==> src/hdl/riscv_params.svh <==
`ifndef RISCV_PARAMS_SVH
`define RISCV_PARAMS_SVH

// Datapath and register index widths
`define RV_XLEN 32
`define RV_REG_AW 5

// Word-addressed memories
`define RV_IMEM_WORDS 256
`define RV_DMEM_WORDS 256
`define RV_IMEM_AW ($clog2(`RV_IMEM_WORDS))
`define RV_DMEM_AW ($clog2(`RV_DMEM_WORDS))

`endif

==> src/hdl/rvPipePkg.sv <==
package rvPipePkg;

  // Source of the value written back to the register file
  typedef enum logic [1:0] {
    ALU = 2'd0,
    MEM = 2'd1,
    PC4 = 2'd2
  } resultSrcT;

  // Operand source in execute
  typedef enum logic [1:0] {
    REG      = 2'd0,
    FROM_MEM = 2'd1,
    FROM_WB  = 2'd2
  } fwdSelT;

endpackage

==> src/hdl/hazardUnit.sv <==
`timescale 1ns/1ps
`include "riscv_params.svh"

module hazardUnit (
  input  logic                    clk,
  input  logic [`RV_REG_AW-1:0]   rs1D,
  input  logic [`RV_REG_AW-1:0]   rs2D,
  input  logic [`RV_REG_AW-1:0]   rs1E,
  input  logic [`RV_REG_AW-1:0]   rs2E,
  input  logic [`RV_REG_AW-1:0]   rdE,
  input  logic                    memReadE,
  input  logic [`RV_REG_AW-1:0]   rdM,
  input  logic                    regWriteM,
  input  logic [`RV_REG_AW-1:0]   rdW,
  input  logic                    regWriteW,
  input  logic                    redirect,
  output rvPipePkg::fwdSelT       fwdA,
  output rvPipePkg::fwdSelT       fwdB,
  output logic                    stall,
  output logic                    flush
);

  // Youngest producer wins, x0 is never a source
  function automatic rvPipePkg::fwdSelT pickFwd(
    input logic [`RV_REG_AW-1:0] rs,
    input logic [`RV_REG_AW-1:0] rdMem,
    input logic                  wrMem,
    input logic [`RV_REG_AW-1:0] rdWb,
    input logic                  wrWb
  );
    if (rs != '0 && wrMem && rdMem == rs) begin
      return rvPipePkg::FROM_MEM;
    end else if (rs != '0 && wrWb && rdWb == rs) begin
      return rvPipePkg::FROM_WB;
    end
    return rvPipePkg::REG;
  endfunction

  assign fwdA = pickFwd(rs1E, rdM, regWriteM, rdW, regWriteW);
  assign fwdB = pickFwd(rs2E, rdM, regWriteM, rdW, regWriteW);

  // Load result is not ready until writeback, hold the consumer one cycle
  assign stall = memReadE && rdE != '0 && (rdE == rs1D || rdE == rs2D);
  assign flush = redirect;

endmodule

==> config.mk <==
export PLATFORM = sky130hd
export DESIGN_NAME = hazardUnit
export DESIGN_NICKNAME = d
export VERILOG_FILES = /design/src/hdl/rvPipePkg.sv /design/src/hdl/hazardUnit.sv
export VERILOG_INCLUDE_DIRS = /design/src /design/src/hdl
export SDC_FILE = /design/constraint.sdc
export NUM_CORES = 1
export LEC_CHECK = 0
export ABC_AREA = 1
export BUFFER_PORTS_ARGS = -buffer_cell sky130_fd_sc_hd__buf_2
export CORE_AREA = 2 2 39 41
export DETAILED_ROUTE_END_ITERATION = 12
export DIE_AREA = 0 0 41 43
export PLACE_DENSITY = 0.94
export SETUP_SLACK_MARGIN = 0.15
export SLEW_MARGIN = 30
export SYNTH_ARGS = -nofsm -noshare
export SYNTH_HDL_FRONTEND = slang
export SYNTH_SLANG_ARGS = --single-unit
==> constraint.sdc <==
create_clock -name vclk -period 1.31
set_clock_uncertainty 0.15 [all_clocks]
set_input_delay 0.0655 -clock vclk [all_inputs]
set_output_delay 0.0655 -clock vclk [all_outputs]
set_load 0.02 [all_outputs]
==> impl_results.md <==
* Status: finished clean
* Detailed Route Iter0 Violations at 23
* Avg Cell Area, Syn at 4.51 µm²
* Die width at 41 µm
* Worst hold margin at 0.323 ns
* Busiest grt layer: met2
* Critical Path Source Type: input port
* Final Max Tran Viols at 0
* Worst slack, placed at 0.193 ns
* Min-delay worst type: input port to output port
* Drt via density at 4.75
* PortBufs at 43
* Buf/Inv on CP at 3
* Sequential area share after synthesis at 0
* Commonest cells post-synth: nand2_1, inv_1, inv_2, nor2_1, xnor2_1
* Drt first pass iters at 4
* Synth Area in Simple Gates at 0.597
* PD cells at 295 nW/µm²
* Placed cell area at 818 µm²
* Top cell type's share of synthesized area at 0.362
* Top cells by area, synth: nand2_1, inv_1, xnor2_1
* Syn_nets at 171
* Site Rows at 14
* Worst Setup SP: rs1E[3]
* Count of flip-flops and latches at 0
* Post-synthesis compound-gate area fraction at 0.0593
* I/O Pins at 46
* Met2 Use GR at 0.447
* Final worst slack at 0.213 ns
* Vias in the first global route at 790
* RD Place Congestion at 0.823
* Top-count cell post-synth: nand2_1
* Non-Filler Instances at 190
* # DRC at 0
* Syn-to-layout area delta at 42.8%
* CP Data Required Time at 1.09 ns
* CP max FO at 3
* CP top delay family: simple AND/OR/NAND/NOR gates
* First-pass GRT wire length at 2690 µm
* Hold depth at 4
* Worst-Margin Slew at 0.212 ns
* Initial antenna violation count at 0
* Adder-cell share of the synthesized area at 0
* Starting Density at 0.427
* # setup viols final at 0
* Die Y at 43 µm
* Vias after detailed routing at 903
* Placed cell count at 189
* Period utilization at 0.838
* Register Area at 0 µm²
* Fmax achieved at 911 MHz
* Met1 Track Usage GR at 0.180
* Drt wl/cell at 9.69 µm
* Synthesized area at 591 µm²
* Maximum vdd drop at 0.129 mV
* Total of warnings raised by yosys at 0
* Synth Area in XOR/XNOR at 0.133
* HPWL after DPL at 1600 µm
* Pin count of the biggest net entering global routing at 5
* Critical-path cell list: buf_2 > inv_1 > nand2_1 > o21ai_1 > nand3b_1 > nor2_2 > nor2_1 > buf_4
* MaxCap Viol Count at 0
* Static leakage at 0.000562 µW
* Multiplexer area fraction after synthesis at 0
* Worst EP arrival at 0.88 ns
* Design Area, Final at 843 µm²
* Antenna-violating nets left at 0
* Most area-hungry cell type in the Yosys netlist: nand2_1
* Min Tclk post-route at 1.10 ns
* Die area at 1760 µm²
* Antenna diode count at 0
* Grt met3 use at 0.0105
* Total global-route track usage at 0.211
* RSZ-0062 raised after global routing: true
* CP Capture Type: output port
* Final Hold Viols at 0
* DRT Wirelength at 1840 µm
* Core area at 1380 µm²
* Relative slew slack at 0.859
* Setup TNS at 0 ns
* Setup CP Type: input port to output port
* Largest family of logic cells by synthesized area: simple AND/OR/NAND/NOR gates
* HP Start: memReadE
* Slowest cell on the critical path: nand3b_1
* Worst Hold End: stall
* Layout cell share with drive strength beyond 1 at 0.351
* Syn Inst Count at 131
* Clock buf count at 0
* Critical path's largest stage delay at 0.17 ns
* Layout net count at 216
* Grt ovf at 0
* Synth cell types at 14
[final cells by class]
class	instances	area, µm²
Inverter	31	116
Tap cell	16	20.0
Fill cell	129	541
Timing Repair Buffer	44	233
Multi-Input combinational cell	99	474
[through the flow]
step,total power (µW),utilization
after detailed placement,236,0.591
after CTS,242,0.599
after global placement,225,0.591
final,249,0.609
after global routing,278,0.609
after floorplan,133,-
[power by group]
group | internal (µW) | total, µW | switching [µW]
sequential | 0 | 0 | 0
combinational | 113 | 249 | 136
clock | 0 | 0 | 0
total | 113 | 249 | 136
[how the worst max path moves through the flow]
stage	slack [ns]	end	cells after the start
3_5_place_dp	0.19	fwdA[1]	9
5_1_grt	0.12	fwdA[1]	8
3_3_place_gp	0.26	fwdB[1]	7
6_report	0.21	fwdA[1]	8
2_1_floorplan	0.31	fwdA[1]	7
4_1_cts	0.19	fwdA[1]	9
[cell families (layout without fill, tap and decap cells)]
kind of cell / count (synthesis) / after routing
and+or+nand+nor: 84 / 84
buffers and inverters: 32 / 75
xor gates and xnor gates: 9 / 9
AOI/OAI and AO/OA: 6 / 6
[cell usage in the layout, fill, tap and decap left out, drive strengths merged]
cell type    netlist  final
nand2             57     57
buf                1     43
inv               31     31
nor2              16     16
xnor2              8      8
nand3              6      6
nand4              3      3
o21ai              3      3
nand3b             2      2
o211ai             2      2
xor2               1      1
a21oi              1      1
dlygate4sd3        0      1
[per-layer routing]
layer	vias up	share of wire
met5	-	0
met4	0	0.026
met3	7	0.064
met2	48	0.53
met1	377	0.38
li1	471	-
[tightest hold or removal path: cells and delay by family]
| family | cells | cell delay [ns] |
|---|---|---|
| AO/OA/AOI/OAI | 2 | 0.10 |
| buffers and inverters | 2 | 0.24 |
[timing repair]
| item | in CTS | in global routing |
|---|---|---|
| endpoints found under the hold margin | 1 | 0 |
| hold buffers | 1 | 0 |
| setup buffers | 0 | 0 |
| endpoints found under the setup margin | 0 | 3 |
| gates resized for setup | 0 | 6 |
Power figures use the tool's default switching activity.
