`config.mk`:
```
export PLATFORM = sky130hd
export DESIGN_NAME = registerFile
export DESIGN_NICKNAME = d
export VERILOG_FILES = /design/src/hdl/registerFile.sv
export VERILOG_INCLUDE_DIRS = /design/src /design/src/hdl
export SDC_FILE = /design/constraint.sdc
export NUM_CORES = 2
export LEC_CHECK = 0
export BUFFER_PORTS_ARGS = -buffer_cell sky130_fd_sc_hd__clkbuf_2
export CORE_MARGIN = 2
export CORE_UTILIZATION = 59
export CTS_CLUSTER_DIAMETER = 60
export CTS_CLUSTER_SIZE = 25
export DETAILED_ROUTE_END_ITERATION = 7
export PLACE_DENSITY = 0.8
export SKIP_LAST_GASP = 1
export SLEW_MARGIN = 20
export SYNTH_ARGS = -nofsm -noshare
export SYNTH_HDL_FRONTEND = slang
export SYNTH_SLANG_ARGS = --single-unit
```
`constraint.sdc`:
```
create_clock -name clk -period 2.8 [get_ports clk]
set_input_delay 0.56 -clock clk [delete_from_list [all_inputs] [get_ports clk]]
set_output_delay 0.56 -clock clk [all_outputs]
set_load 0.1 [all_outputs]
```
`src/hdl/riscv_params.svh`:
```
`ifndef RISCV_PARAMS_SVH
`define RISCV_PARAMS_SVH

// Datapath and register index widths
`define RV_XLEN 32
`define RV_REG_AW 5

// Word-addressed memories
`define RV_IMEM_WORDS 256
`define RV_DMEM_WORDS 256
`define RV_IMEM_AW ($clog2(`RV_IMEM_WORDS))
`define RV_DMEM_AW ($clog2(`RV_DMEM_WORDS))

`endif

```
`src/hdl/registerFile.sv`:
```
`timescale 1ns/1ps
`include "riscv_params.svh"

module registerFile (
  input  logic                    clk,
  input  logic                    reset,
  input  logic [`RV_REG_AW-1:0]   rs1,
  input  logic [`RV_REG_AW-1:0]   rs2,
  input  logic [`RV_REG_AW-1:0]   rdW,
  input  logic                    regWriteW,
  input  logic [`RV_XLEN-1:0]     resultW,
  output logic [`RV_XLEN-1:0]     rd1,
  output logic [`RV_XLEN-1:0]     rd2,
  output logic [`RV_XLEN-1:0]     a0
);

  logic [`RV_XLEN-1:0] regs [2**`RV_REG_AW];

  always_ff @(posedge clk) begin
    if (reset) begin
      for (int i = 0; i < 2**`RV_REG_AW; i++) begin
        regs[i] <= '0;
      end
    end else if (regWriteW && rdW != '0) begin
      regs[rdW] <= resultW;
    end
  end

  // Same-cycle write is visible to decode
  assign rd1 = (rs1 == '0) ? '0 :
               (regWriteW && rdW == rs1) ? resultW : regs[rs1];
  assign rd2 = (rs2 == '0) ? '0 :
               (regWriteW && rdW == rs2) ? resultW : regs[rs2];

  assign a0 = regs[10];

endmodule

```
==> summary.txt <==
Critical path
  – CP Class: in -> out
  – Critical Path AT: 2.99 ns
  – Worst Setup SP: rs1[0]
  – Critical path endpoint category: output port
  – Buf/Inv on CP: 5
  – Critical Path Stages: 10
  – CP dominant cell by count: buf_12
  – Worst-path maximum fanout: 13
  – Crit path max-delay family: buffers and inverters
  – Critical Path Start Type: input pin
  – Crit path cell chain: buf_12, buf_6, buf_12, mux4_2, o211ai_1, nand3_1, nor3_4, buf_6, nor3_4, buf_12
  – CP required: 2.24 ns
  – Crit path max-delay cell type: mux4_2
  – Max incr delay on CP: 0.50 ns

Routing
  – Vias/cell: 7.328
  – Final antenna-violating net count: 0
  – Pre-antenna DRT Iters: 7
  – Avg WL per Cell: 36.36 microns
  – Routed wire length: 207,600 microns
  – Via count: 41,850
  – First DRT Iteration DRCs: 7,615
  – DRC: 0

Outcome
  – Outcome: finished, violations left
  – Failing checks: negative setup slack

Worst hold path
  – Worst hold path type: in -> reg
  – WHS Path Cells: 2
  – WHS Endpoint: regs[4][5]
  – Hold Startpoint: resultW[5]

STA
  – RSZ-0062 raised after global routing: true
  – Minimum clock period: 3.547 ns
  – Fmax: 281.9 MHz
  – Final setup violation count: 64
  – Max_slew headroom: 47.50%
  – Final Max Slew Viols: 0
  – Setup ws final: -0.7472 ns
  – Fin. Hold Viols: 0
  – Period utilization: 126.7%
  – Worst Tran Pin Value: 0.7875 ns

Layout
  – Largest regs: regs x1024
  – Max reg flops: 1,024
  – Top reg by flops: regs
  – Area Growth Syn to Fin: 26.52%
  – Final design area excluding fillers: 69,820 sq um
  – Final net count: 4,435
  – Share of cells above drive strength 1: 40.11%

Place
  – Pre-CTS WS: -0.7519 ns
  – I/O Buffers: 145
  – Post-DP HPWL: 125,800 microns
  – Final GP Congestion: 0.9637
  – Dpl cell area: 62,460 sq um

GRT
  – All-Layer GR Usage: 41.76%
  – First-pass GRT wire length: 282,800 microns
  – Gr busiest metal: met2
  – Antenna violations before repair: 7
  – Grt ovf: 0
  – Met3 Track Usage GR: 12.54%
  – Global routing usage on met2: 62.54%
  – Largest net degree at the start of global routing: 48
  – GRT met1 Usage: 51.20%
  – Vias in the first global route: 40,807

Floorplan
  – Cell row count: 112
  – Width of the die: 309.8 microns
  – Die H: 309.8 microns
  – Starting Density: 59.31%
  – Top-level I/O count: 146
  – Die area: 95,990 sq um
  – Core area: 93,050 sq um

Clock tree
  – Register clock-pin slew on the reported worst setup and hold paths: 0.08 ns
  – Total CTS buffers: 78
  – H-tree levels: 3
  – Cts hold-fix bufs: 0
  – Clock sinks: 1,024
  – TritonCTS clock tree: yes
  – Root Driver: clkbuf_16
  – Maximum clock path buffer count: 3

Synthesis
  – Post-synth EDFFs: 1,024
  – Distinct cells, synth: 53
  – Flop and latch count out of synthesis: 1,024
  – Yosys top cell by area: edfxtp_1
  – Top_reg_cell synth: edfxtp_1
  – Mapped Area: 55,180 sq um
  – Synth top area cells: edfxtp_1 (56%), mux4_2 (16%), and2_1 (11%)
  – Cells after Synth: 3,858
  – Most numerous cell in the Yosys netlist: edfxtp_1
  – Seq/Total Area, Yosys: 55.72%
  – Ys Warns: 0
  – Top cell type's share of synthesized area: 55.72%
  – Synth top cells by count: edfxtp_1 (1,024), and2_1 (995), mux4_2 (380)
  – Syn Area/Cell: 14.30 sq um
  – FFs w/ async S/R, synth: 0%

Pwr
  – PwrDens: 559.1 nW/um^2
  – Maximum vdd drop: 0.0006710 V
  – Leakage: 25.68 nW

Run
  – Number of max-cap violations: 0
## through the flow
step | std cells | utilization, % | setup TNS [ns] | hold slack, ns | power [mW]
after floorplan | 3889 | - | -8.470 | 0.7582 | 22.52
after global placement | 5380 | 67.11 | -30.90 | 1.089 | 25.37
after detailed placement | 5380 | 67.12 | -30.20 | 1.094 | 25.52
after CTS | 5635 | 73.31 | -22.78 | 0.4007 | 38.20
after global routing | 5705 | 75.02 | -28.12 | 0.4185 | 39.58
final | 5711 | 75.03 | -28.04 | 0.4443 | 39.04
## layout by cell type, fill, tap and decap left out, types with 26 or more instances in the layout
| master | synthesis | final |
|---|---|---|
| a22oi_1 | 108 | 42 |
| a21oi_1 | 43 | 33 |
| conb_1 | 1 | 32 |
| mux2i_1 | 283 | 258 |
| o21ai_2 | 0 | 29 |
| o22ai_1 | 37 | 33 |
| clkbuf_16 | 0 | 87 |
| and2_1 | 995 | 994 |
| a22oi_2 | 0 | 66 |
| or2_2 | 32 | 32 |
| buf_6 | 27 | 63 |
| buf_4 | 18 | 432 |
| buf_16 | 0 | 27 |
| buf_12 | 5 | 203 |
| mux4_2 | 380 | 382 |
| edfxtp_1 | 1024 | 1024 |
| clkbuf_2 | 0 | 72 |
| nor3_4 | 0 | 31 |
| nor2_1 | 64 | 26 |
| nand2_1 | 96 | 80 |
| nor2_2 | 1 | 32 |
## cell type report
type | instances | area, sq um
well taps | 1254 | 1569
diodes | 7 | 17.52
clock buffers | 85 | 2042
multi-input cells | 2446 | 24820
repair buffers | 833 | 9859
clock inverters | 60 | 757.0
fillers | 5090 | 23230
flip-flops and latches | 1024 | 30750
inverters | 2 | 7.507
## per-layer routing
layer	up-vias	part of all wire (%)
met3	1245	16
met1	20305	30
li1	15843	-
met4	10	10
met2	4447	44
met5	-	0.069
## logic make-up (layout without fill, tap and decap cells)
group | Yosys count | in the layout | synth area share, %
AOI/OAI and AO/OA | 420 | 420 | 5.410
xor gates and xnor gates | 10 | 10 | 0.1587
buffers and inverters | 419 | 980 | 3.660
DFF | 1024 | 1024 | 55.72
muxes | 677 | 677 | 21.09
other | 1 | 39 | 0.006796
and+or+nand+nor | 1307 | 1307 | 13.95
## where the power goes
| group | internal (mW) | switching, mW | leakage [nW] |
|---|---|---|---|
| Combinational | 3.41 | 4.94 | 14.6 |
| Clock | 6.13 | 6.34 | 1.36 |
| Sequential | 17.7 | 0.529 | 9.75 |
| Total | 27.2 | 11.8 | 25.7 |
## worst max path at each step
stage               slack, ns  endpoint
global placement        -0.75    rd1[0]
detailed placement      -0.75    rd1[0]
CTS                     -0.50   rd2[11]
finish                  -0.75    rd1[0]
floorplan               -0.36   rd1[15]
global route            -0.68    rd1[0]
## timing repair
| action | CTS | global route |
|---|---|---|
| endpoints found under the setup margin | 64 | 64 |
| buffers inserted | 94 | 80 |
| pin swaps | 158 | 140 |
| cloned | 24 | 6 |
| gates resized for setup | 335 | 225 |
| hold endpoints to repair | 0 | 0 |
Power figures use the tool's default switching activity.
