## config.mk

```make
export PLATFORM = sky130hd
export DESIGN_NAME = decodeStage
export DESIGN_NICKNAME = d
export VERILOG_FILES = /design/src/hdl/rvIsaPkg.sv /design/src/hdl/rvPipePkg.sv /design/src/hdl/decodeStage.sv
export VERILOG_INCLUDE_DIRS = /design/src /design/src/hdl
export SDC_FILE = /design/constraint.sdc
export NUM_CORES = 1
export LEC_CHECK = 0
export BUFFER_PORTS_ARGS = -buffer_cell sky130_fd_sc_hd__buf_4
export CORE_AREA = 2 2 141 143
export DETAILED_ROUTE_END_ITERATION = 10
export DIE_AREA = 0 0 143 145
export PLACE_DENSITY_LB_ADDON = 0.2
export SLEW_MARGIN = 20
export SYNTH_ARGS = -nofsm -noshare
export SYNTH_HDL_FRONTEND = slang
export SYNTH_SLANG_ARGS = --single-unit
export TNS_END_PERCENT = 1
```

## constraint.sdc

```tcl
create_clock -name clk -period 1.85 [get_ports clk]
set_clock_uncertainty 0.05 [all_clocks]
set_input_delay 0.185 -clock clk [delete_from_list [all_inputs] [get_ports clk]]
set_output_delay 0.185 -clock clk [all_outputs]
set_load 0.01 [all_outputs]
```

## src/hdl/riscv_params.svh

```systemverilog
`ifndef RISCV_PARAMS_SVH
`define RISCV_PARAMS_SVH

// Datapath and register index widths
`define RV_XLEN 32
`define RV_REG_AW 5

// Word-addressed memories
`define RV_IMEM_WORDS 256
`define RV_DMEM_WORDS 256
`define RV_IMEM_AW ($clog2(`RV_IMEM_WORDS))
`define RV_DMEM_AW ($clog2(`RV_DMEM_WORDS))

`endif

```

## src/hdl/rvIsaPkg.sv

```systemverilog
package rvIsaPkg;

  // Major opcodes of the supported subset
  typedef enum logic [6:0] {
    OP     = 7'b0110011,
    OP_IMM = 7'b0010011,
    LOAD   = 7'b0000011,
    STORE  = 7'b0100011,
    BRANCH = 7'b1100011,
    JAL    = 7'b1101111,
    LUI    = 7'b0110111,
    SYSTEM = 7'b1110011
  } opcodeT;

  // Operations the execute ALU can perform
  typedef enum logic [3:0] {
    ADD   = 4'd0,
    SUB   = 4'd1,
    AND   = 4'd2,
    OR    = 4'd3,
    XOR   = 4'd4,
    SLT   = 4'd5,
    PASSB = 4'd6
  } aluOpT;

  // funct3 values for register and immediate arithmetic
  localparam logic [2:0] F3_ADD_SUB = 3'b000;
  localparam logic [2:0] F3_SLT     = 3'b010;
  localparam logic [2:0] F3_XOR     = 3'b100;
  localparam logic [2:0] F3_OR      = 3'b110;
  localparam logic [2:0] F3_AND     = 3'b111;

  // funct3 values for memory access and branches
  localparam logic [2:0] F3_LW  = 3'b010;
  localparam logic [2:0] F3_SW  = 3'b010;
  localparam logic [2:0] F3_BEQ = 3'b000;
  localparam logic [2:0] F3_BNE = 3'b001;

  // funct7 separates add from sub
  localparam logic [6:0] F7_BASE = 7'b0000000;
  localparam logic [6:0] F7_SUB  = 7'b0100000;

endpackage

```

## src/hdl/rvPipePkg.sv

```systemverilog
package rvPipePkg;

  // Source of the value written back to the register file
  typedef enum logic [1:0] {
    ALU = 2'd0,
    MEM = 2'd1,
    PC4 = 2'd2
  } resultSrcT;

  // Operand source in execute
  typedef enum logic [1:0] {
    REG      = 2'd0,
    FROM_MEM = 2'd1,
    FROM_WB  = 2'd2
  } fwdSelT;

endpackage

```

## src/hdl/decodeStage.sv

```systemverilog
`timescale 1ns/1ps
`include "riscv_params.svh"

module decodeStage (
  input  logic                    clk,
  input  logic                    reset,
  input  logic                    stall,
  input  logic                    flush,
  input  logic [`RV_XLEN-1:0]     instrD,
  input  logic [`RV_XLEN-1:0]     pcD,
  input  logic [`RV_XLEN-1:0]     pcPlus4D,
  input  logic [`RV_XLEN-1:0]     rd1,
  input  logic [`RV_XLEN-1:0]     rd2,
  output logic [`RV_REG_AW-1:0]   rs1D,
  output logic [`RV_REG_AW-1:0]   rs2D,
  output logic                    regWriteE,
  output logic                    memWriteE,
  output logic                    memReadE,
  output rvPipePkg::resultSrcT    resultSrcE,
  output rvIsaPkg::aluOpT         aluOpE,
  output logic                    aluSrcImmE,
  output logic                    branchE,
  output logic                    branchNeE,
  output logic                    jumpE,
  output logic                    isLuiE,
  output logic                    isHaltE,
  output logic [`RV_XLEN-1:0]     rd1E,
  output logic [`RV_XLEN-1:0]     rd2E,
  output logic [`RV_REG_AW-1:0]   rs1E,
  output logic [`RV_REG_AW-1:0]   rs2E,
  output logic [`RV_REG_AW-1:0]   rdE,
  output logic [`RV_XLEN-1:0]     immE,
  output logic [`RV_XLEN-1:0]     pcE,
  output logic [`RV_XLEN-1:0]     pcPlus4E
);

  logic [2:0]               funct3;
  logic [6:0]               funct7;
  logic                     regWriteD, memWriteD, memReadD;
  logic                     aluSrcImmD, branchD, branchNeD, jumpD, isLuiD, isHaltD;
  logic                     useRs1, useRs2;
  rvPipePkg::resultSrcT     resultSrcD;
  rvIsaPkg::aluOpT          aluOpD;
  logic [`RV_XLEN-1:0]      immD;
  logic [`RV_REG_AW-1:0]    rdD;

  assign funct3 = instrD[14:12];
  assign funct7 = instrD[31:25];

  // Anything not matched leaves every control low and becomes a bubble
  always_comb begin
    regWriteD  = 1'b0;
    memWriteD  = 1'b0;
    memReadD   = 1'b0;
    resultSrcD = rvPipePkg::ALU;
    aluOpD     = rvIsaPkg::ADD;
    aluSrcImmD = 1'b0;
    branchD    = 1'b0;
    branchNeD  = 1'b0;
    jumpD      = 1'b0;
    isLuiD     = 1'b0;
    isHaltD    = 1'b0;
    useRs1     = 1'b0;
    useRs2     = 1'b0;
    immD       = '0;
    case (rvIsaPkg::opcodeT'(instrD[6:0]))
      rvIsaPkg::OP: begin
        useRs1    = 1'b1;
        useRs2    = 1'b1;
        regWriteD = 1'b1;
        case (funct3)
          rvIsaPkg::F3_ADD_SUB: begin
            aluOpD = (funct7 == rvIsaPkg::F7_SUB) ? rvIsaPkg::SUB : rvIsaPkg::ADD;
          end
          rvIsaPkg::F3_SLT: aluOpD = rvIsaPkg::SLT;
          rvIsaPkg::F3_XOR: aluOpD = rvIsaPkg::XOR;
          rvIsaPkg::F3_OR:  aluOpD = rvIsaPkg::OR;
          rvIsaPkg::F3_AND: aluOpD = rvIsaPkg::AND;
          default:          regWriteD = 1'b0;
        endcase
        if (funct7 != rvIsaPkg::F7_BASE &&
            !(funct3 == rvIsaPkg::F3_ADD_SUB && funct7 == rvIsaPkg::F7_SUB)) begin
          regWriteD = 1'b0;
        end
      end
      rvIsaPkg::OP_IMM: begin
        if (funct3 == rvIsaPkg::F3_ADD_SUB) begin
          useRs1     = 1'b1;
          regWriteD  = 1'b1;
          aluSrcImmD = 1'b1;
          immD       = {{20{instrD[31]}}, instrD[31:20]};
        end
      end
      rvIsaPkg::LOAD: begin
        if (funct3 == rvIsaPkg::F3_LW) begin
          useRs1     = 1'b1;
          regWriteD  = 1'b1;
          memReadD   = 1'b1;
          resultSrcD = rvPipePkg::MEM;
          aluSrcImmD = 1'b1;
          immD       = {{20{instrD[31]}}, instrD[31:20]};
        end
      end
      rvIsaPkg::STORE: begin
        if (funct3 == rvIsaPkg::F3_SW) begin
          useRs1     = 1'b1;
          useRs2     = 1'b1;
          memWriteD  = 1'b1;
          aluSrcImmD = 1'b1;
          immD       = {{20{instrD[31]}}, instrD[31:25], instrD[11:7]};
        end
      end
      rvIsaPkg::BRANCH: begin
        if (funct3 == rvIsaPkg::F3_BEQ || funct3 == rvIsaPkg::F3_BNE) begin
          useRs1    = 1'b1;
          useRs2    = 1'b1;
          branchD   = 1'b1;
          branchNeD = (funct3 == rvIsaPkg::F3_BNE);
          immD      = {{19{instrD[31]}}, instrD[31], instrD[7], instrD[30:25],
                       instrD[11:8], 1'b0};
        end
      end
      rvIsaPkg::JAL: begin
        regWriteD  = 1'b1;
        jumpD      = 1'b1;
        resultSrcD = rvPipePkg::PC4;
        immD       = {{11{instrD[31]}}, instrD[31], instrD[19:12], instrD[20],
                      instrD[30:21], 1'b0};
      end
      rvIsaPkg::LUI: begin
        regWriteD = 1'b1;
        isLuiD    = 1'b1;
        aluOpD    = rvIsaPkg::PASSB;
        immD      = {instrD[31:12], 12'b0};
      end
      rvIsaPkg::SYSTEM: begin
        // Accept ecall only, where every other field is zero
        isHaltD = (instrD[31:7] == '0);
      end
      default: ;
    endcase
  end

  // Unused source fields read as x0 so they never forward or stall
  assign rs1D = useRs1 ? instrD[19:15] : '0;
  assign rs2D = useRs2 ? instrD[24:20] : '0;
  assign rdD  = regWriteD ? instrD[11:7] : '0;

  always_ff @(posedge clk) begin
    if (reset || stall || flush) begin
      regWriteE  <= 1'b0;
      memWriteE  <= 1'b0;
      memReadE   <= 1'b0;
      resultSrcE <= rvPipePkg::ALU;
      aluOpE     <= rvIsaPkg::ADD;
      aluSrcImmE <= 1'b0;
      branchE    <= 1'b0;
      branchNeE  <= 1'b0;
      jumpE      <= 1'b0;
      isLuiE     <= 1'b0;
      isHaltE    <= 1'b0;
      rs1E       <= '0;
      rs2E       <= '0;
      rdE        <= '0;
    end else begin
      regWriteE  <= regWriteD;
      memWriteE  <= memWriteD;
      memReadE   <= memReadD;
      resultSrcE <= resultSrcD;
      aluOpE     <= aluOpD;
      aluSrcImmE <= aluSrcImmD;
      branchE    <= branchD;
      branchNeE  <= branchNeD;
      jumpE      <= jumpD;
      isLuiE     <= isLuiD;
      isHaltE    <= isHaltD;
      rs1E       <= rs1D;
      rs2E       <= rs2D;
      rdE        <= rdD;
    end
  end

  // Operands and addresses
  always_ff @(posedge clk) begin
    rd1E     <= rd1;
    rd2E     <= rd2;
    immE     <= immD;
    pcE      <= pcD;
    pcPlus4E <= pcPlus4D;
  end

endmodule

```

==> results.md <==
- Status: finished clean
- Power per cell area: ~900 nW/um^2
- Peak supply drop: between 0.5 and 0.6 mV
- Inserted Clock Buffers: 17
- Die Area: 20700 um^2
- Startpoint Class: input port
- Worst rel slew slack: 64.0%
- Max clock buf depth: 2
- Height of the die: approximately 150 um
- RSZ-0062 raised after global routing: no
- Residual DRC: 0
- Commonest non-fill, non-tap cell in the layout: buf_4
- Max cap viols: 0
- Final TNS setup: 0 ns
- WL/cell: 16.5 um
- Syn avg cell area: 13.1 um^2
- Fin util: 52.7%
- NumNets Final: 1070
- Critical Path Stages: 6
- Mapped Area: 4900 um^2
- Antenna Nets Post-Route: 0
- Largest net degree at the start of global routing: 21
- All-Layer GR Usage: between 15 and 20%
- Post-synthesis sequential area ratio: 77.3%
- Syn Nets: roughly 540
- Peak Freq: 569 MHz
- Yosys cell types: 56
- Clock slew at reported path FFs: 0.08 ns
- Synth warn: 0
- DR vias/cell: 4.17
- Vias in the first global route: between 5000 and 6000
- Worst-margin pin slew: 0.539 ns
- Final Max Tran Viols: 0
- Worst hold slack: 0.0321 ns
- CP max FO: 6
- Total wire length: 19600 um
- Detailed Routing Iterations Pass 1: 4
- Buffers on Ports: 362
- # setup viols final: 0
- Hold Fails Final Rpt: 0
- Cells after synthesis: 374
- Hold crit path type: input port to flip-flop
- Initial Util: 25.5%
- Fraction of layout cells with a size suffix above 1: about 45%
- Leakage power: between 4 and 5 nW
- Largest stage delay, worst path: about 0.54 ns
- Primary FF master, synth: dfxtp_1
- Minimum clock period: 1.76 ns
- Final HPWL DP: 14100 um
- CTS tree: built
- WS Path Type: input port to flip-flop
- Gpl congestion: 0.799
- Fillers: 1608
- GRT overflow: 0
- CP cell instances: dlygate4sd3_1 -> buf_4 -> or4_1 -> nor3_4 -> a311oi_2 -> nor3b_1
- Top-Level Pins: between 300 and 400
- First-pass GRT wire length: 29000 um
- Initial antenna violation count: 3
- Crit path buf inv count: 2
- DR vias: between 4000 and 5000
- # rows: 51
- Register bit total from synthesis: 189
- Synth async-reset ratio: 0%
- Clk sink count: about 190
- Slowest-stage cell, CP: dlygate4sd3_1
- Delay-heaviest family, CP: simple AND/OR/NAND/NOR gates
- Core area: 19200 um^2
- P&R area growth vs syn: 107%
- CTS root buf: clkbuf_16
- EDFF count, synth: 0
- Setup bufs post-CTS: 0
- Worst path arrival time: 2.05 ns
- Most frequent cells in the layout: buf_4 (372), dfxtp_1 (189), dlygate4sd3_1 (154), nand2_1 (36)
- Worst Setup End Kind: flip-flop
- Hold Path Stages: 3
- Fin crit share: 95.0%
- Die width: 143 um
- Data required, critical path: 2.14 ns
- DRT iter0 DRCs: about 170
- H-tree depth: 4
[stage by stage]
| step | instance area, um^2 | worst slack, ns | instances | power [mW] |
|---|---|---|---|---|
| finish | 10100 | 0.0917 | 1187 | 8.91 |
| global route | 10100 | 0.00284 | 1187 | 9.26 |
| CTS | 10100 | 0.0476 | 1184 | 8.99 |
| detailed placement | 7970 | 0.0617 | 998 | 5.11 |
| global placement | 7970 | 0.107 | 998 | 5.10 |
| floorplan | 4900 | 0.304 | 374 | 4.54 |
[cell families after synthesis]
group / after synthesis / synth area share (%)
mux: 1 / 0.204
other cells: 1 / 0.0766
compound gates: 44 / 6.92
buf+inv: 18 / 1.84
xor+xnor: 2 / 0.358
flops: 189 / 77.3
simple gates: 119 / 13.3
[where the power goes]
group          switching (mW)  internal, mW  total (mW)
clock                    1.75          1.86        3.61
sequential             0.0447          4.22        4.26
combinational           0.384         0.647        1.03
[registers in the layout, summed over array words and instances (netlist names), 2 cells and up]
name        cells
rs1E            5
resultSrcE      2
rd2E           32
rdE             5
pcE            32
rs2E            5
aluOpE          3
rd1E           32
pcPlus4E       32
immE           32
[worst min-delay path, delay by kind of cell]
family                 cells  cell delay (ns)
buffers and inverters      1             0.17
and+or+nand+nor            2             0.11
[layout make-up]
type	instances	area [um^2]	area share [%]
well taps	265	332	3.27
diodes	3	7.51	0.0741
multi-input cells	167	1030	10.2
clock buffers	18	439	4.34
flip-flops and latches	189	3780	37.4
clock inverters	14	165	1.63
repair buffers	527	4350	43.0
inverters	4	15.0	0.148
[final timing paths]
| path | endpoint | start | slack [ns] |
|---|---|---|---|
| worst max-delay path | rdE[0]$_SDFF_PP0_ | instrD[29] | 0.09 |
| worst min-delay path | memWriteE$_SDFF_PP0_ | instrD[13] | 0.03 |
[synthesized netlist by cell type (all sizes together) (5+ instances only)]
| library cell | n | area, um^2 |
|---|---|---|
| nor3 | 19 | 105 |
| nor2 | 14 | 52.6 |
| nor3b | 5 | 37.5 |
| and3 | 11 | 68.8 |
| dfxtp | 189 | 3780 |
| a21oi | 16 | 91.3 |
| a21boi | 7 | 56.3 |
| nand2 | 36 | 135 |
| nor4 | 8 | 56.3 |
| buf | 10 | 60.1 |
[what timing repair did]
action	4_1_cts	5_1_grt
hold buffers	154	0
gates resized for setup	0	1
endpoints found under the setup margin	0	5
endpoints found under the hold margin	167	0
[metal layers]
layer | global-route usage (%) | routed length (um) | vias up
met5 | 0 | 0 | -
met4 | 6.88 | 478 | 0
met3 | 6.93 | 1820 | 36
met2 | 35.0 | 10600 | 257
met1 | 17.5 | 6670 | 2322
li1 | - | - | 2338
Power figures use the tool's default switching activity.
