$ cat src/hdl/riscv_params.svh
`ifndef RISCV_PARAMS_SVH
`define RISCV_PARAMS_SVH

// Datapath and register index widths
`define RV_XLEN 32
`define RV_REG_AW 5

// Word-addressed memories
`define RV_IMEM_WORDS 256
`define RV_DMEM_WORDS 256
`define RV_IMEM_AW ($clog2(`RV_IMEM_WORDS))
`define RV_DMEM_AW ($clog2(`RV_DMEM_WORDS))

`endif

$ cat src/hdl/rvIsaPkg.sv
package rvIsaPkg;

  // Major opcodes of the supported subset
  typedef enum logic [6:0] {
    OP     = 7'b0110011,
    OP_IMM = 7'b0010011,
    LOAD   = 7'b0000011,
    STORE  = 7'b0100011,
    BRANCH = 7'b1100011,
    JAL    = 7'b1101111,
    LUI    = 7'b0110111,
    SYSTEM = 7'b1110011
  } opcodeT;

  // Operations the execute ALU can perform
  typedef enum logic [3:0] {
    ADD   = 4'd0,
    SUB   = 4'd1,
    AND   = 4'd2,
    OR    = 4'd3,
    XOR   = 4'd4,
    SLT   = 4'd5,
    PASSB = 4'd6
  } aluOpT;

  // funct3 values for register and immediate arithmetic
  localparam logic [2:0] F3_ADD_SUB = 3'b000;
  localparam logic [2:0] F3_SLT     = 3'b010;
  localparam logic [2:0] F3_XOR     = 3'b100;
  localparam logic [2:0] F3_OR      = 3'b110;
  localparam logic [2:0] F3_AND     = 3'b111;

  // funct3 values for memory access and branches
  localparam logic [2:0] F3_LW  = 3'b010;
  localparam logic [2:0] F3_SW  = 3'b010;
  localparam logic [2:0] F3_BEQ = 3'b000;
  localparam logic [2:0] F3_BNE = 3'b001;

  // funct7 separates add from sub
  localparam logic [6:0] F7_BASE = 7'b0000000;
  localparam logic [6:0] F7_SUB  = 7'b0100000;

endpackage

$ cat src/hdl/rvPipePkg.sv
package rvPipePkg;

  // Source of the value written back to the register file
  typedef enum logic [1:0] {
    ALU = 2'd0,
    MEM = 2'd1,
    PC4 = 2'd2
  } resultSrcT;

  // Operand source in execute
  typedef enum logic [1:0] {
    REG      = 2'd0,
    FROM_MEM = 2'd1,
    FROM_WB  = 2'd2
  } fwdSelT;

endpackage

$ cat src/hdl/executeStage.sv
`timescale 1ns/1ps
`include "riscv_params.svh"

module executeStage (
  input  logic                    clk,
  input  logic                    reset,
  input  logic                    regWriteE,
  input  logic                    memWriteE,
  input  logic                    memReadE,
  input  rvPipePkg::resultSrcT    resultSrcE,
  input  rvIsaPkg::aluOpT         aluOpE,
  input  logic                    aluSrcImmE,
  input  logic                    branchE,
  input  logic                    branchNeE,
  input  logic                    jumpE,
  input  logic                    isLuiE,
  input  logic                    isHaltE,
  input  logic [`RV_XLEN-1:0]     rd1E,
  input  logic [`RV_XLEN-1:0]     rd2E,
  input  logic [`RV_REG_AW-1:0]   rdE,
  input  logic [`RV_XLEN-1:0]     immE,
  input  logic [`RV_XLEN-1:0]     pcE,
  input  logic [`RV_XLEN-1:0]     pcPlus4E,
  input  rvPipePkg::fwdSelT       fwdA,
  input  rvPipePkg::fwdSelT       fwdB,
  input  logic [`RV_XLEN-1:0]     resultW,
  output logic                    redirect,
  output logic [`RV_XLEN-1:0]     redirectTarget,
  output logic                    regWriteM,
  output logic                    memWriteM,
  output logic                    memReadM,
  output rvPipePkg::resultSrcT    resultSrcM,
  output logic [`RV_REG_AW-1:0]   rdM,
  output logic [`RV_XLEN-1:0]     aluResultM,
  output logic [`RV_XLEN-1:0]     writeDataM,
  output logic [`RV_XLEN-1:0]     pcPlus4M,
  output logic                    isHaltM
);

  logic [`RV_XLEN-1:0] srcA, fwdValB, srcB, aluOut;
  logic                equal;

  always_comb begin
    case (fwdA)
      rvPipePkg::FROM_MEM: srcA = aluResultM;
      rvPipePkg::FROM_WB:  srcA = resultW;
      default:             srcA = rd1E;
    endcase
    case (fwdB)
      rvPipePkg::FROM_MEM: fwdValB = aluResultM;
      rvPipePkg::FROM_WB:  fwdValB = resultW;
      default:             fwdValB = rd2E;
    endcase
  end

  // lui takes its U immediate through operand B
  assign srcB = (aluSrcImmE || isLuiE) ? immE : fwdValB;

  always_comb begin
    case (aluOpE)
      rvIsaPkg::SUB:   aluOut = srcA - srcB;
      rvIsaPkg::AND:   aluOut = srcA & srcB;
      rvIsaPkg::OR:    aluOut = srcA | srcB;
      rvIsaPkg::XOR:   aluOut = srcA ^ srcB;
      rvIsaPkg::SLT:   aluOut = {{(`RV_XLEN-1){1'b0}}, $signed(srcA) < $signed(srcB)};
      rvIsaPkg::PASSB: aluOut = srcB;
      default:         aluOut = srcA + srcB;
    endcase
  end

  // Branch sense flips the equality test for bne
  assign equal          = (srcA == fwdValB);
  assign redirect       = jumpE || (branchE && (equal ^ branchNeE));
  assign redirectTarget = pcE + immE;

  always_ff @(posedge clk) begin
    if (reset) begin
      regWriteM  <= 1'b0;
      memWriteM  <= 1'b0;
      memReadM   <= 1'b0;
      resultSrcM <= rvPipePkg::ALU;
      rdM        <= '0;
      isHaltM    <= 1'b0;
    end else begin
      regWriteM  <= regWriteE;
      memWriteM  <= memWriteE;
      memReadM   <= memReadE;
      resultSrcM <= resultSrcE;
      rdM        <= rdE;
      isHaltM    <= isHaltE;
    end
  end

  always_ff @(posedge clk) begin
    aluResultM <= aluOut;
    writeDataM <= fwdValB;
    pcPlus4M   <= pcPlus4E;
  end

endmodule

$ cat config.mk
export PLATFORM = sky130hd
export DESIGN_NAME = executeStage
export DESIGN_NICKNAME = d
export VERILOG_FILES = /design/src/hdl/rvIsaPkg.sv /design/src/hdl/rvPipePkg.sv /design/src/hdl/executeStage.sv
export VERILOG_INCLUDE_DIRS = /design/src /design/src/hdl
export SDC_FILE = /design/constraint.sdc
export NUM_CORES = 1
export LEC_CHECK = 0
export BUFFER_PORTS_ARGS = -buffer_cell sky130_fd_sc_hd__buf_2
export CORE_MARGIN = 2
export CORE_UTILIZATION = 53
export CTS_CLUSTER_SIZE = 24
export DETAILED_ROUTE_END_ITERATION = 8
export PLACE_DENSITY = 0.83
export SYNTH_ARGS = -nofsm -noshare
export SYNTH_HDL_FRONTEND = slang
export SYNTH_SLANG_ARGS = --single-unit
$ cat constraint.sdc
create_clock -name clk -period 6.5 [get_ports clk]
set_input_delay 0.975 -clock clk [delete_from_list [all_inputs] [get_ports clk]]
set_output_delay 0.975 -clock clk [all_outputs]
set_load 0.005 [all_outputs]
==> results_dict.tcl, run 1 <==
set metrics [dict create \
    synth.avg_cell_area_um2 7.376 \
    clkTransAtPathRegs_ns 0.09 \
    cts_hold_buffers 0 \
    critPathKind "in -> reg" \
    io_pins 358 \
    critPathSlowestCell "o41ai_1" \
    max_stage_delay_ns 1.18 \
    tns_ns 0 \
    cp_max_fo 18 \
    stdcell_count 2047 \
    drv_cap 0 \
    finalWeightedCongestion 1.069 \
    final_common_cell "buf_2" \
    n_fill_cell 1868 \
    post-dp-hpwl_um 37740 \
    critPathLaunchType "input pin" \
    ys.flop_type "dfxtp_1" \
    synth_area_um2 10750 \
    maxSlewHeadroom_pct 9.727 \
    start_util_pct 53.63 \
    cp.arrival_ns 6.32 \
    highest_layer "met4" \
    worstPathRequired_ns 6.77 \
    die_width_um 146.4 \
    min_period_ns 6.050 \
    synth_cell_type_count 75 \
    drive_above_1_share_pct 24.65 \
    final_antenna_net_count 0 \
    async_flop_share_pct 0 \
    clock_latency_ns 0.38 \
    synth_edf_count 0 \
    drtIter0Drc 1838 \
    met3_length_um 5714 \
    grt_pass1_vias 12330 \
    synth_cells 1457 \
    drc 0 \
    period_share_pct 93.07 \
    port-buffer-count 357 \
    numCtsBuffers 9 \
    placementRows 52 \
    post_cts_buffers 0 \
    rsz0062_at_grt "no" \
    powerDensity_nw_per_um2 235.5 \
    cp-end-kind "flop" \
    fmax_ghz 0.1653 \
    grt_pass1_wl_um 71100 \
    ctsResizeCount 0 \
    wl_met2_um 20770 \
    yosysWarningCount 0 \
    clock-sinks 107 \
    final_util_pct 65.30 \
    fp.dieArea_um2 21430 \
    nNetsFinal 2121 \
    hp-class "in -> reg" \
    cts_tree "built" \
    tightest_slew_ns 1.337 \
    clock_path_buffers 2 \
    seq_area_um2 2142 \
    num_vias 13100 \
    cts_root_buf "clkbuf_16" \
    drt_wl_total_um 47680 \
    synth-seq-cells 107 \
    hold_viol 0 \
    wl_per_cell_um 23.29 \
    final_cell_mix "buf_2, a21oi_1, nor2_1" \
    p_leak_nw 6.556 \
    yosysSeqAreaShare_pct 19.93 \
    htree_levels 3 \
    placedCellCount 2028 \
    skew_ns 0.02001 \
    syn_nets 1809 \
    die_h_um 146.4 \
    setup_viol_count_final 0 \
    grt_usage_pct 42.73 \
    via_per_inst 6.399 \
    drv_slew 0 \
    dr.pass1.iters 7 \
    syn2layout_area_growth_pct 21.76 \
    wl_met1_um 18520 \
    coreArea_um2 20040 \
    status "finished clean" \
    grt_overflow_total 0 \
    grt_max_degree 42 \
    antenna_found_initial 3 \
    cp_cell_sequence "buf_2, inv_1, ha_1, a22oi_1, nor2_1, a21oi_1, o21ai_0, ha_1, nand4_1, o21ai_0, a31oi_1, o41ai_2, o41ai_1, o21ai_1, nor2b_1, mux2i_1, a211o_1" \
    multi_input_area_um2 7815 \
    ir_worst_vdd_mv 0.1403 \
]
==> registers in the layout, indices dropped and copies added, names as in the netlist <==
register    cells
memWriteM       1
pcPlus4M       32
regWriteM       1
isHaltM         1
writeDataM     32
aluResultM     32
memReadM        1
resultSrcM      2
rdM             5
==> cell type report <==
cell class,instances,area share (%)
Tap cell,270,2.582
Sequential cell,107,16.37
Timing Repair Buffer,386,15.32
Clock buffer,9,1.721
Multi-Input combinational cell,1133,59.72
Inverter,132,3.787
Antenna cell,4,0.07650
Clock inverter,6,0.4207
==> through the flow <==
| step | instance area [µm²] | total power [mW] | hold slack (ns) | setup slack, ns |
|---|---|---|---|---|
| 6_report | 13090 | 3.081 | 0.7050 | 0.4504 |
| 5_1_grt | 13080 | 3.225 | 0.6954 | 0.3752 |
| 4_1_cts | 13080 | 3.015 | 0.7011 | 0.9262 |
| 3_5_place_dp | 12790 | 2.460 | 0.7061 | 0.5602 |
| 3_3_place_gp | 12790 | 2.454 | 0.6957 | 0.6659 |
| 2_1_floorplan | 10750 | 1.829 | 0.6229 | 1.387 |
==> cells in the mapped netlist (all sizes together) (10+ instances only) <==
cell / count / area, µm²
nand3: 19 / 95.09
xor2: 16 / 140.1
a21o: 36 / 270.3
o211ai: 13 / 97.59
nand2: 75 / 281.5
o221ai: 10 / 87.58
a31oi: 11 / 68.82
a22oi: 72 / 540.5
nand2b: 15 / 93.84
clkbuf: 70 / 262.8
xnor2: 53 / 464.2
a221oi: 38 / 332.8
nor2b: 25 / 156.4
nand4: 15 / 93.84
nor2: 143 / 539.3
o21a: 11 / 82.58
o22ai: 15 / 93.84
dfxtp: 107 / 2142
buf: 15 / 66.31
o21ai: 101 / 509.2
o21bai: 20 / 150.1
inv: 131 / 491.7
a21oi: 165 / 825.8
ha: 131 / 1639
nor3: 26 / 130.1
a211oi: 10 / 80.07
==> kinds of logic (layout without fill, tap and decap cells) <==
logic type | count (synthesis) | after routing | synth area share [%]
AOI/OAI and AO/OA | 560 | 560 | 34.42
adders and majority gates | 134 | 134 | 15.81
other | 0 | 4 | 0
and+or+nand+nor | 361 | 361 | 15.67
muxes | 9 | 9 | 0.8732
DFF | 107 | 107 | 19.93
xor gates and xnor gates | 69 | 69 | 5.623
buffers and inverters | 217 | 533 | 7.673
==> worst paths after layout <==
kind	startpoint	end	slack, ns	cells after the start
max	fwdB[1]	aluResultM[30]	0.45	17
min	pcPlus4E[15]	pcPlus4M[15]	0.71	1
max reg2reg	aluResultM[8]	aluResultM[30]	1.67	14
min reg2reg	aluResultM[0]	writeDataM[0]	0.76	2
==> worst max-delay path, delay by kind of cell <==
family / cells / cell delay (ns)
AND/OR/NAND/NOR: 3 / 0.61
adder cells (fa/ha/maj): 2 / 1.21
AO/OA/AOI/OAI: 9 / 3.22
buffers and inverters: 2 / 0.17
multiplexers: 1 / 0.12
==> report_power, final <==
group | switching, mW | total (mW) | internal (mW)
clock | 0.291 | 0.559 | 0.268
combinational | 1.02 | 1.65 | 0.636
sequential | 0.105 | 0.869 | 0.764
==> routing by layer <==
| metal | track usage (%) | vias to the layer above |
|---|---|---|
| met5 | 0 | - |
| met1 | 55.89 | 6133 |
| met4 | 21.17 | 0 |
| li1 | - | 5891 |
| met2 | 66.08 | 913 |
| met3 | 10.19 | 161 |
(Power assumes the default switching activity.)
==> run 2, diff against run 1 <==
--- a/config.mk
+++ b/config.mk
@@ -8,10 +8,10 @@
 export LEC_CHECK = 0
 export BUFFER_PORTS_ARGS = -buffer_cell sky130_fd_sc_hd__buf_2
 export CORE_MARGIN = 2
-export CORE_UTILIZATION = 53
+export CORE_UTILIZATION = 57
 export CTS_CLUSTER_SIZE = 24
 export DETAILED_ROUTE_END_ITERATION = 8
-export PLACE_DENSITY = 0.83
+export PLACE_DENSITY = 0.89
 export SYNTH_ARGS = -nofsm -noshare
 export SYNTH_HDL_FRONTEND = slang
 export SYNTH_SLANG_ARGS = --single-unit
==> constraint.sdc (replaced) <==
create_clock -name clk -period 7 [get_ports clk]
set_input_delay 1.05 -clock clk [delete_from_list [all_inputs] [get_ports clk]]
set_output_delay 1.05 -clock clk [all_outputs]
set_load 0.005 [all_outputs]
==> run 2 against run 1 <==
Net effect: wire length fell by 3.2%; sequential share of layout area rose by 0.20 points; clock power fell by 5.7%; register-to-register slack improved by 0.71 ns; non-clock buffer count fell by 16; cell area fell by 1.2%; utilization rose by 4.3 points; critical path type unchanged; sequential cell count did not move; critical path depth rose by 1; die area fell by 6.8%; cell count fell by 2.6%.
==> results_dict.tcl, run 2 (synthesis results as in run 1) <==
set metrics [dict create \
    status "finished clean" \
    hold_viol 0 \
    port-buffer-count 357 \
    rr_worst_depth 16 \
    grt_max_degree 42 \
    combPwrFrac_pct 53.1 \
    cp.arrival_ns 5.96 \
    coreArea_um2 18580 \
    tightest_slew_ns 1.285 \
    nNetsFinal 2105 \
    maxSlewHeadroom_pct 14.34 \
    cts_tree "built" \
    critPathSlowestCell "ha_2" \
    n_fill_cell 1577 \
    cp_max_fo 30 \
    ctsResizeCount 0 \
    clock_power_share_pct 18.5 \
    cp-end-kind "flop" \
    p_leak_nw 6.481 \
    worst_slack_ns 1.297 \
    finalWeightedCongestion 1.088 \
    r2r_slack_ns 2.38 \
    final_antenna_net_count 0 \
    antenna_found_initial 3 \
    via_per_inst 6.520 \
    grt_overflow_total 0 \
    max_stage_delay_ns 0.68 \
    fp.dieArea_um2 19970 \
    p_switching_mw 1.291 \
    cts_root_buf "clkbuf_16" \
    drive_above_1_share_pct 24.00 \
    p_int_mw 1.548 \
    wl_per_cell_um 23.15 \
    highest_layer "met4" \
    grt_pass1_wl_um 66920 \
    hp-class "reg -> reg" \
    io_pins 358 \
    drv_slew 0 \
    skew_ns 0.01207 \
    switching_share_pct 45.48 \
    drtIter0Drc 1859 \
    clock_latency_ns 0.37 \
    placementRows 50 \
    crit_buf_inv 3 \
    final_common_cell "buf_2" \
    whs_path_depth 4 \
    cts_hold_buffers 0 \
    min_period_ns 5.703 \
    dr.pass1.iters 7 \
    grt_usage_pct 43.36 \
    cp_top_family "compound AO/OA/AOI/OAI gates" \
    clock_path_buffers 2 \
    wl_met2_um 20190 \
    cp_cell_sequence "buf_2, inv_1, ha_2, buf_4, nand2_1, o21ai_0, mux2_2, ha_1, fa_1, o21bai_1, a2111oi_2, nor4_1, o31ai_2, o21ai_1, o21a_1, a221oi_1, xor2_1, a211o_1" \
    critPathLaunchType "input pin" \
    reg.largest.list "aluResultM: 32 flops, pcPlus4M: 32 flops, writeDataM: 32 flops" \
    drv_cap 0 \
    final_util_pct 69.59 \
    post_cts_buffers 0 \
    tns_ns 0 \
    num_vias 13000 \
    final_cell_mix "buf_2, a21oi_1, nor2_1" \
    post-dp-hpwl_um 36820 \
    period_share_pct 81.47 \
    dpl_worst_slack_ns 1.183 \
    holdPathEnd "writeDataM[6]" \
    powerDensity_nw_per_um2 219.5 \
    fmax_ghz 0.1753 \
    clkTransAtPathRegs_ns 0.08 \
    numCtsBuffers 9 \
    r2r_start "aluResultM[1]" \
    ir_worst_vdd_mv 0.1243 \
    r2r-end "aluResultM[27]" \
    syn2layout_area_growth_pct 20.32 \
    p_total_mw 2.839 \
    grt_pass1_vias 11810 \
    drc 0 \
    setup_viol_count_final 0 \
    met3_length_um 6235 \
    start_util_pct 57.84 \
    pwr-share-seq_pct 28.4 \
    drt_wl_total_um 46160 \
    rsz0062_at_grt "no" \
    die_h_um 141.3 \
    die_width_um 141.3 \
    wl_met1_um 16830 \
    critPathKind "in -> reg" \
    worstPathRequired_ns 7.26 \
    hp-start "aluResultM[6]" \
    clock-sinks 107 \
    htree_levels 3 \
]
==> run 2: cell type report <==
class | instances | area, µm² | share of cell area (%)
well taps | 234 | 292.8 | 2.264
inverters | 132 | 495.5 | 3.832
clock inverters | 6 | 56.30 | 0.4355
flip-flops and latches | 107 | 2142 | 16.57
diodes | 2 | 5.005 | 0.03871
repair buffers | 370 | 1884 | 14.57
clock buffers | 10 | 239.0 | 1.848
multi-input cells | 1133 | 7815 | 60.44
==> run 2: worst max-delay path by stage <==
| stage | slack, ns | from | end | cells after the start |
|---|---|---|---|---|
| 2_1_floorplan | 1.81 | fwdB[0] | aluResultM[27] | 16 |
| 3_3_place_gp | 1.33 | fwdB[0] | aluResultM[30] | 18 |
| 3_5_place_dp | 1.18 | fwdB[0] | aluResultM[30] | 19 |
| 4_1_cts | 1.53 | fwdB[0] | aluResultM[30] | 19 |
| 5_1_grt | 1.08 | fwdB[0] | aluResultM[27] | 18 |
| 6_report | 1.30 | fwdB[0] | aluResultM[30] | 18 |
==> run 2: layer usage <==
layer  GRT usage, %  vias to the layer above
met4          22.11                        0
met1          53.90                     5908
met3          13.36                      224
li1               -                     5853
met5              0                        -
met2          67.94                     1015
==> run 2: worst register-to-register path: stages (launching register included) <==
cell and delay, ns:
dfxtp_1 0.38, a22oi_1 0.17, nor2_1 0.07, a21oi_1 0.25, nor2_1 0.06, a21oi_1 0.39, inv_1 0.17, ha_1 0.38
a211oi_1 0.30, o21ai_0 0.19, a31oi_1 0.44, o21ai_1 0.29, a41o_1 0.33, a31oi_1 0.52, o21ai_0 0.24, xnor2_1 0.19
o221ai_1 0.13
==> run 2: metrics by stage <==
step                cell area, µm²  hold slack, ns  cells
CTS                          12920          0.7053   1992
finish                       12930          0.7133   1994
detailed placement           12630          0.6759   1976
floorplan                    10750          0.6229   1457
global route                 12930          0.7474   1994
global placement             12630          0.6774   1976
==> run 2: power groups by stage <==
stage          Clock (mW)  Sequential [mW]  Combinational [mW]
2_1_floorplan           0            0.786               0.913
3_3_place_gp            0            0.816                1.42
3_5_place_dp            0            0.810                1.44
4_1_cts             0.523            0.797                1.45
5_1_grt             0.551            0.806                1.61
6_report            0.527            0.806                1.51
==> run 3, diff against run 2 <==
--- a/config.mk
+++ b/config.mk
@@ -8,10 +8,10 @@
 export LEC_CHECK = 0
 export BUFFER_PORTS_ARGS = -buffer_cell sky130_fd_sc_hd__buf_2
 export CORE_MARGIN = 2
-export CORE_UTILIZATION = 57
+export CORE_UTILIZATION = 47
 export CTS_CLUSTER_SIZE = 24
 export DETAILED_ROUTE_END_ITERATION = 8
-export PLACE_DENSITY = 0.89
+export PLACE_DENSITY = 0.78
 export SYNTH_ARGS = -nofsm -noshare
 export SYNTH_HDL_FRONTEND = slang
 export SYNTH_SLANG_ARGS = --single-unit
==> constraint.sdc (replaced) <==
create_clock -name clk -period 5.2 [get_ports clk]
set_input_delay 0.78 -clock clk [delete_from_list [all_inputs] [get_ports clk]]
set_output_delay 0.78 -clock clk [all_outputs]
set_load 0.005 [all_outputs]
==> run 3 against run 2 <==
Net effect: first-iteration DRC count decreased by 16%; worst setup slack got worse by 0.92 ns; sequential cell count unchanged; sequential share of layout area decreased by 0.71 points; critical path depth increased by 1.
==> results_dict.tcl, run 3 (synthesis results as in run 1) <==
set metrics [dict create \
    cp.arrival_ns 5.05 \
    post_cts_buffers 0 \
    setup_viol_count_final 0 \
    endpoint "aluResultM[27]" \
    skew_ns 0.01485 \
    numCtsBuffers 9 \
    grt_pass1_wl_um 69990 \
    grtUsageMet1_pct 47.67 \
    cp_cell_sequence "buf_2, inv_1, ha_2, a22oi_1, nor2_1, a21oi_1, nor2_1, a21oi_1, inv_1, ha_1, a211oi_1, o21ai_0, a31oi_1, o21ai_1, a41o_1, a31oi_1, o21ai_0, xnor2_1, o221ai_1" \
    rr_worst_depth 16 \
    r2r-end "aluResultM[27]" \
    drc 0 \
    clock_path_buffers 2 \
    grtUsageMet3_pct 6.769 \
    period_share_pct 92.72 \
    maxSlewHeadroom_pct 27.30 \
    startpoint "fwdB[0]" \
    reg.largest.list "aluResultM: 32 flops, pcPlus4M: 32 flops, writeDataM: 32 flops" \
    post-dp-hpwl_um 38570 \
    start_util_pct 47.61 \
    ir_worst_vdd_mv 0.1440 \
    cts_tree "built" \
    io_pins 358 \
    finalWeightedCongestion 1.081 \
    cp_max_fo 22 \
    drt_wl_total_um 47390 \
    worst_slack_ns 0.3786 \
    min_period_ns 4.821 \
    rsz0062_at_grt "no" \
    nNetsFinal 2170 \
    grt_overflow_total 0 \
    final_cell_mix "buf_2, a21oi_1, nor2_1" \
    powerDensity_nw_per_um2 290.3 \
    die_h_um 155.2 \
    grt_busiest_layer "met2" \
    hp-class "in -> reg" \
    grt_usage_pct 37.70 \
    grt_max_degree 38 \
    worstPathRequired_ns 5.43 \
    grt_pass1_vias 12190 \
    critPathSlowestCell "ha_1" \
    p_leak_nw 6.801 \
    globalRouteMet2Util_pct 60.61 \
    placementRows 55 \
    clkTransAtPathRegs_ns 0.09 \
    clock_latency_ns 0.37 \
    antenna_found_initial 3 \
    worstSetupPathDepth 19 \
    coreArea_um2 22570 \
    fp.dieArea_um2 24090 \
    via_per_inst 6.133 \
    tns_ns 0 \
    r2r_start "aluResultM[1]" \
    final_common_cell "buf_2" \
    port-buffer-count 357 \
    hold-worst-slack_ns 0.5121 \
    die_width_um 155.2 \
    status "finished clean" \
    wl_per_cell_um 22.45 \
    num_vias 12950 \
    drtIter0Drc 1567 \
    tightest_slew_ns 1.087 \
    htree_levels 3 \
    r2r_slack_ns 1.00 \
    final_antenna_net_count 0 \
    cts_hold_buffers 0 \
    crit_buf_inv 3 \
    dr.pass1.iters 5 \
    hold_viol 0 \
    cp-end-kind "flop" \
    cp_top_family "compound AO/OA/AOI/OAI gates" \
    drv_slew 0 \
    syn2layout_area_growth_pct 25.68 \
    critPathKind "in -> reg" \
    ctsResizeCount 0 \
    critPathLaunchType "input pin" \
    dpl_worst_slack_ns 0.1080 \
    drv_cap 0 \
    cts_root_buf "clkbuf_16" \
    max_stage_delay_ns 0.38 \
    clock-sinks 107 \
    drive_above_1_share_pct 26.71 \
    fmax_ghz 0.2074 \
]
-- run 3: cell types whose count changed in the layout (fill, tap and decap cells not counted) --
| cell | delta |
|---|---|
| diode_2 | +1 |
| clkinv_8 | +1 |
| inv_8 | -1 |
| buf_12 | +2 |
| clkinv_2 | +1 |
| clkbuf_8 | -1 |
| inv_6 | +1 |
| clkinvlp_4 | -1 |
| buf_4 | +63 |
-- run 3: cell type report --
class / instances / area (µm²)
well taps: 285 / 356.6
fillers: 2170 / 9065
inverters: 132 / 495.5
diodes: 3 / 7.507
clock inverters: 7 / 67.56
clock buffers: 9 / 225.2
flip-flops and latches: 107 / 2142
multi-input cells: 1133 / 7815
repair buffers: 435 / 2397
-- run 3: layer usage --
metal	vias to the layer above	routed length, µm
li1	5991	-
met1	6009	18580
met2	791	21570
met3	156	4545
met4	0	2697
met5	-	0
-- run 3: power breakdown --
group          total [mW]  leakage [nW]  internal (mW)  switching, mW
logic                2.12          5.76          0.865           1.25
clock network       0.716         0.145          0.339          0.377
registers            1.09         0.900          0.955          0.134
-- run 3: worst min-delay path by stage --
| stage | start | end | slack (ns) | cells after the start |
|---|---|---|---|---|
| after floorplan | aluResultM[11] | writeDataM[11] | 0.62 | 4 |
| final | pcPlus4E[15] | pcPlus4M[15] | 0.51 | 1 |
| after CTS | pcPlus4E[30] | pcPlus4M[30] | 0.51 | 1 |
| after global placement | aluResultM[4] | writeDataM[4] | 0.71 | 4 |
| after global routing | pcPlus4E[15] | pcPlus4M[15] | 0.50 | 1 |
| after detailed placement | aluResultM[4] | writeDataM[4] | 0.67 | 4 |
-- run 3: stage by stage --
| stage | total power [mW] | utilization, % | area [µm²] | std cells |
|---|---|---|---|---|
| after floorplan | 2.287 | - | 10750 | 1457 |
| after global placement | 3.131 | 58.51 | 13210 | 2092 |
| after detailed placement | 3.151 | 58.51 | 13210 | 2092 |
| after CTS | 3.868 | 59.81 | 13500 | 2108 |
| after global routing | 4.134 | 59.84 | 13510 | 2111 |
| final | 3.921 | 59.84 | 13510 | 2111 |
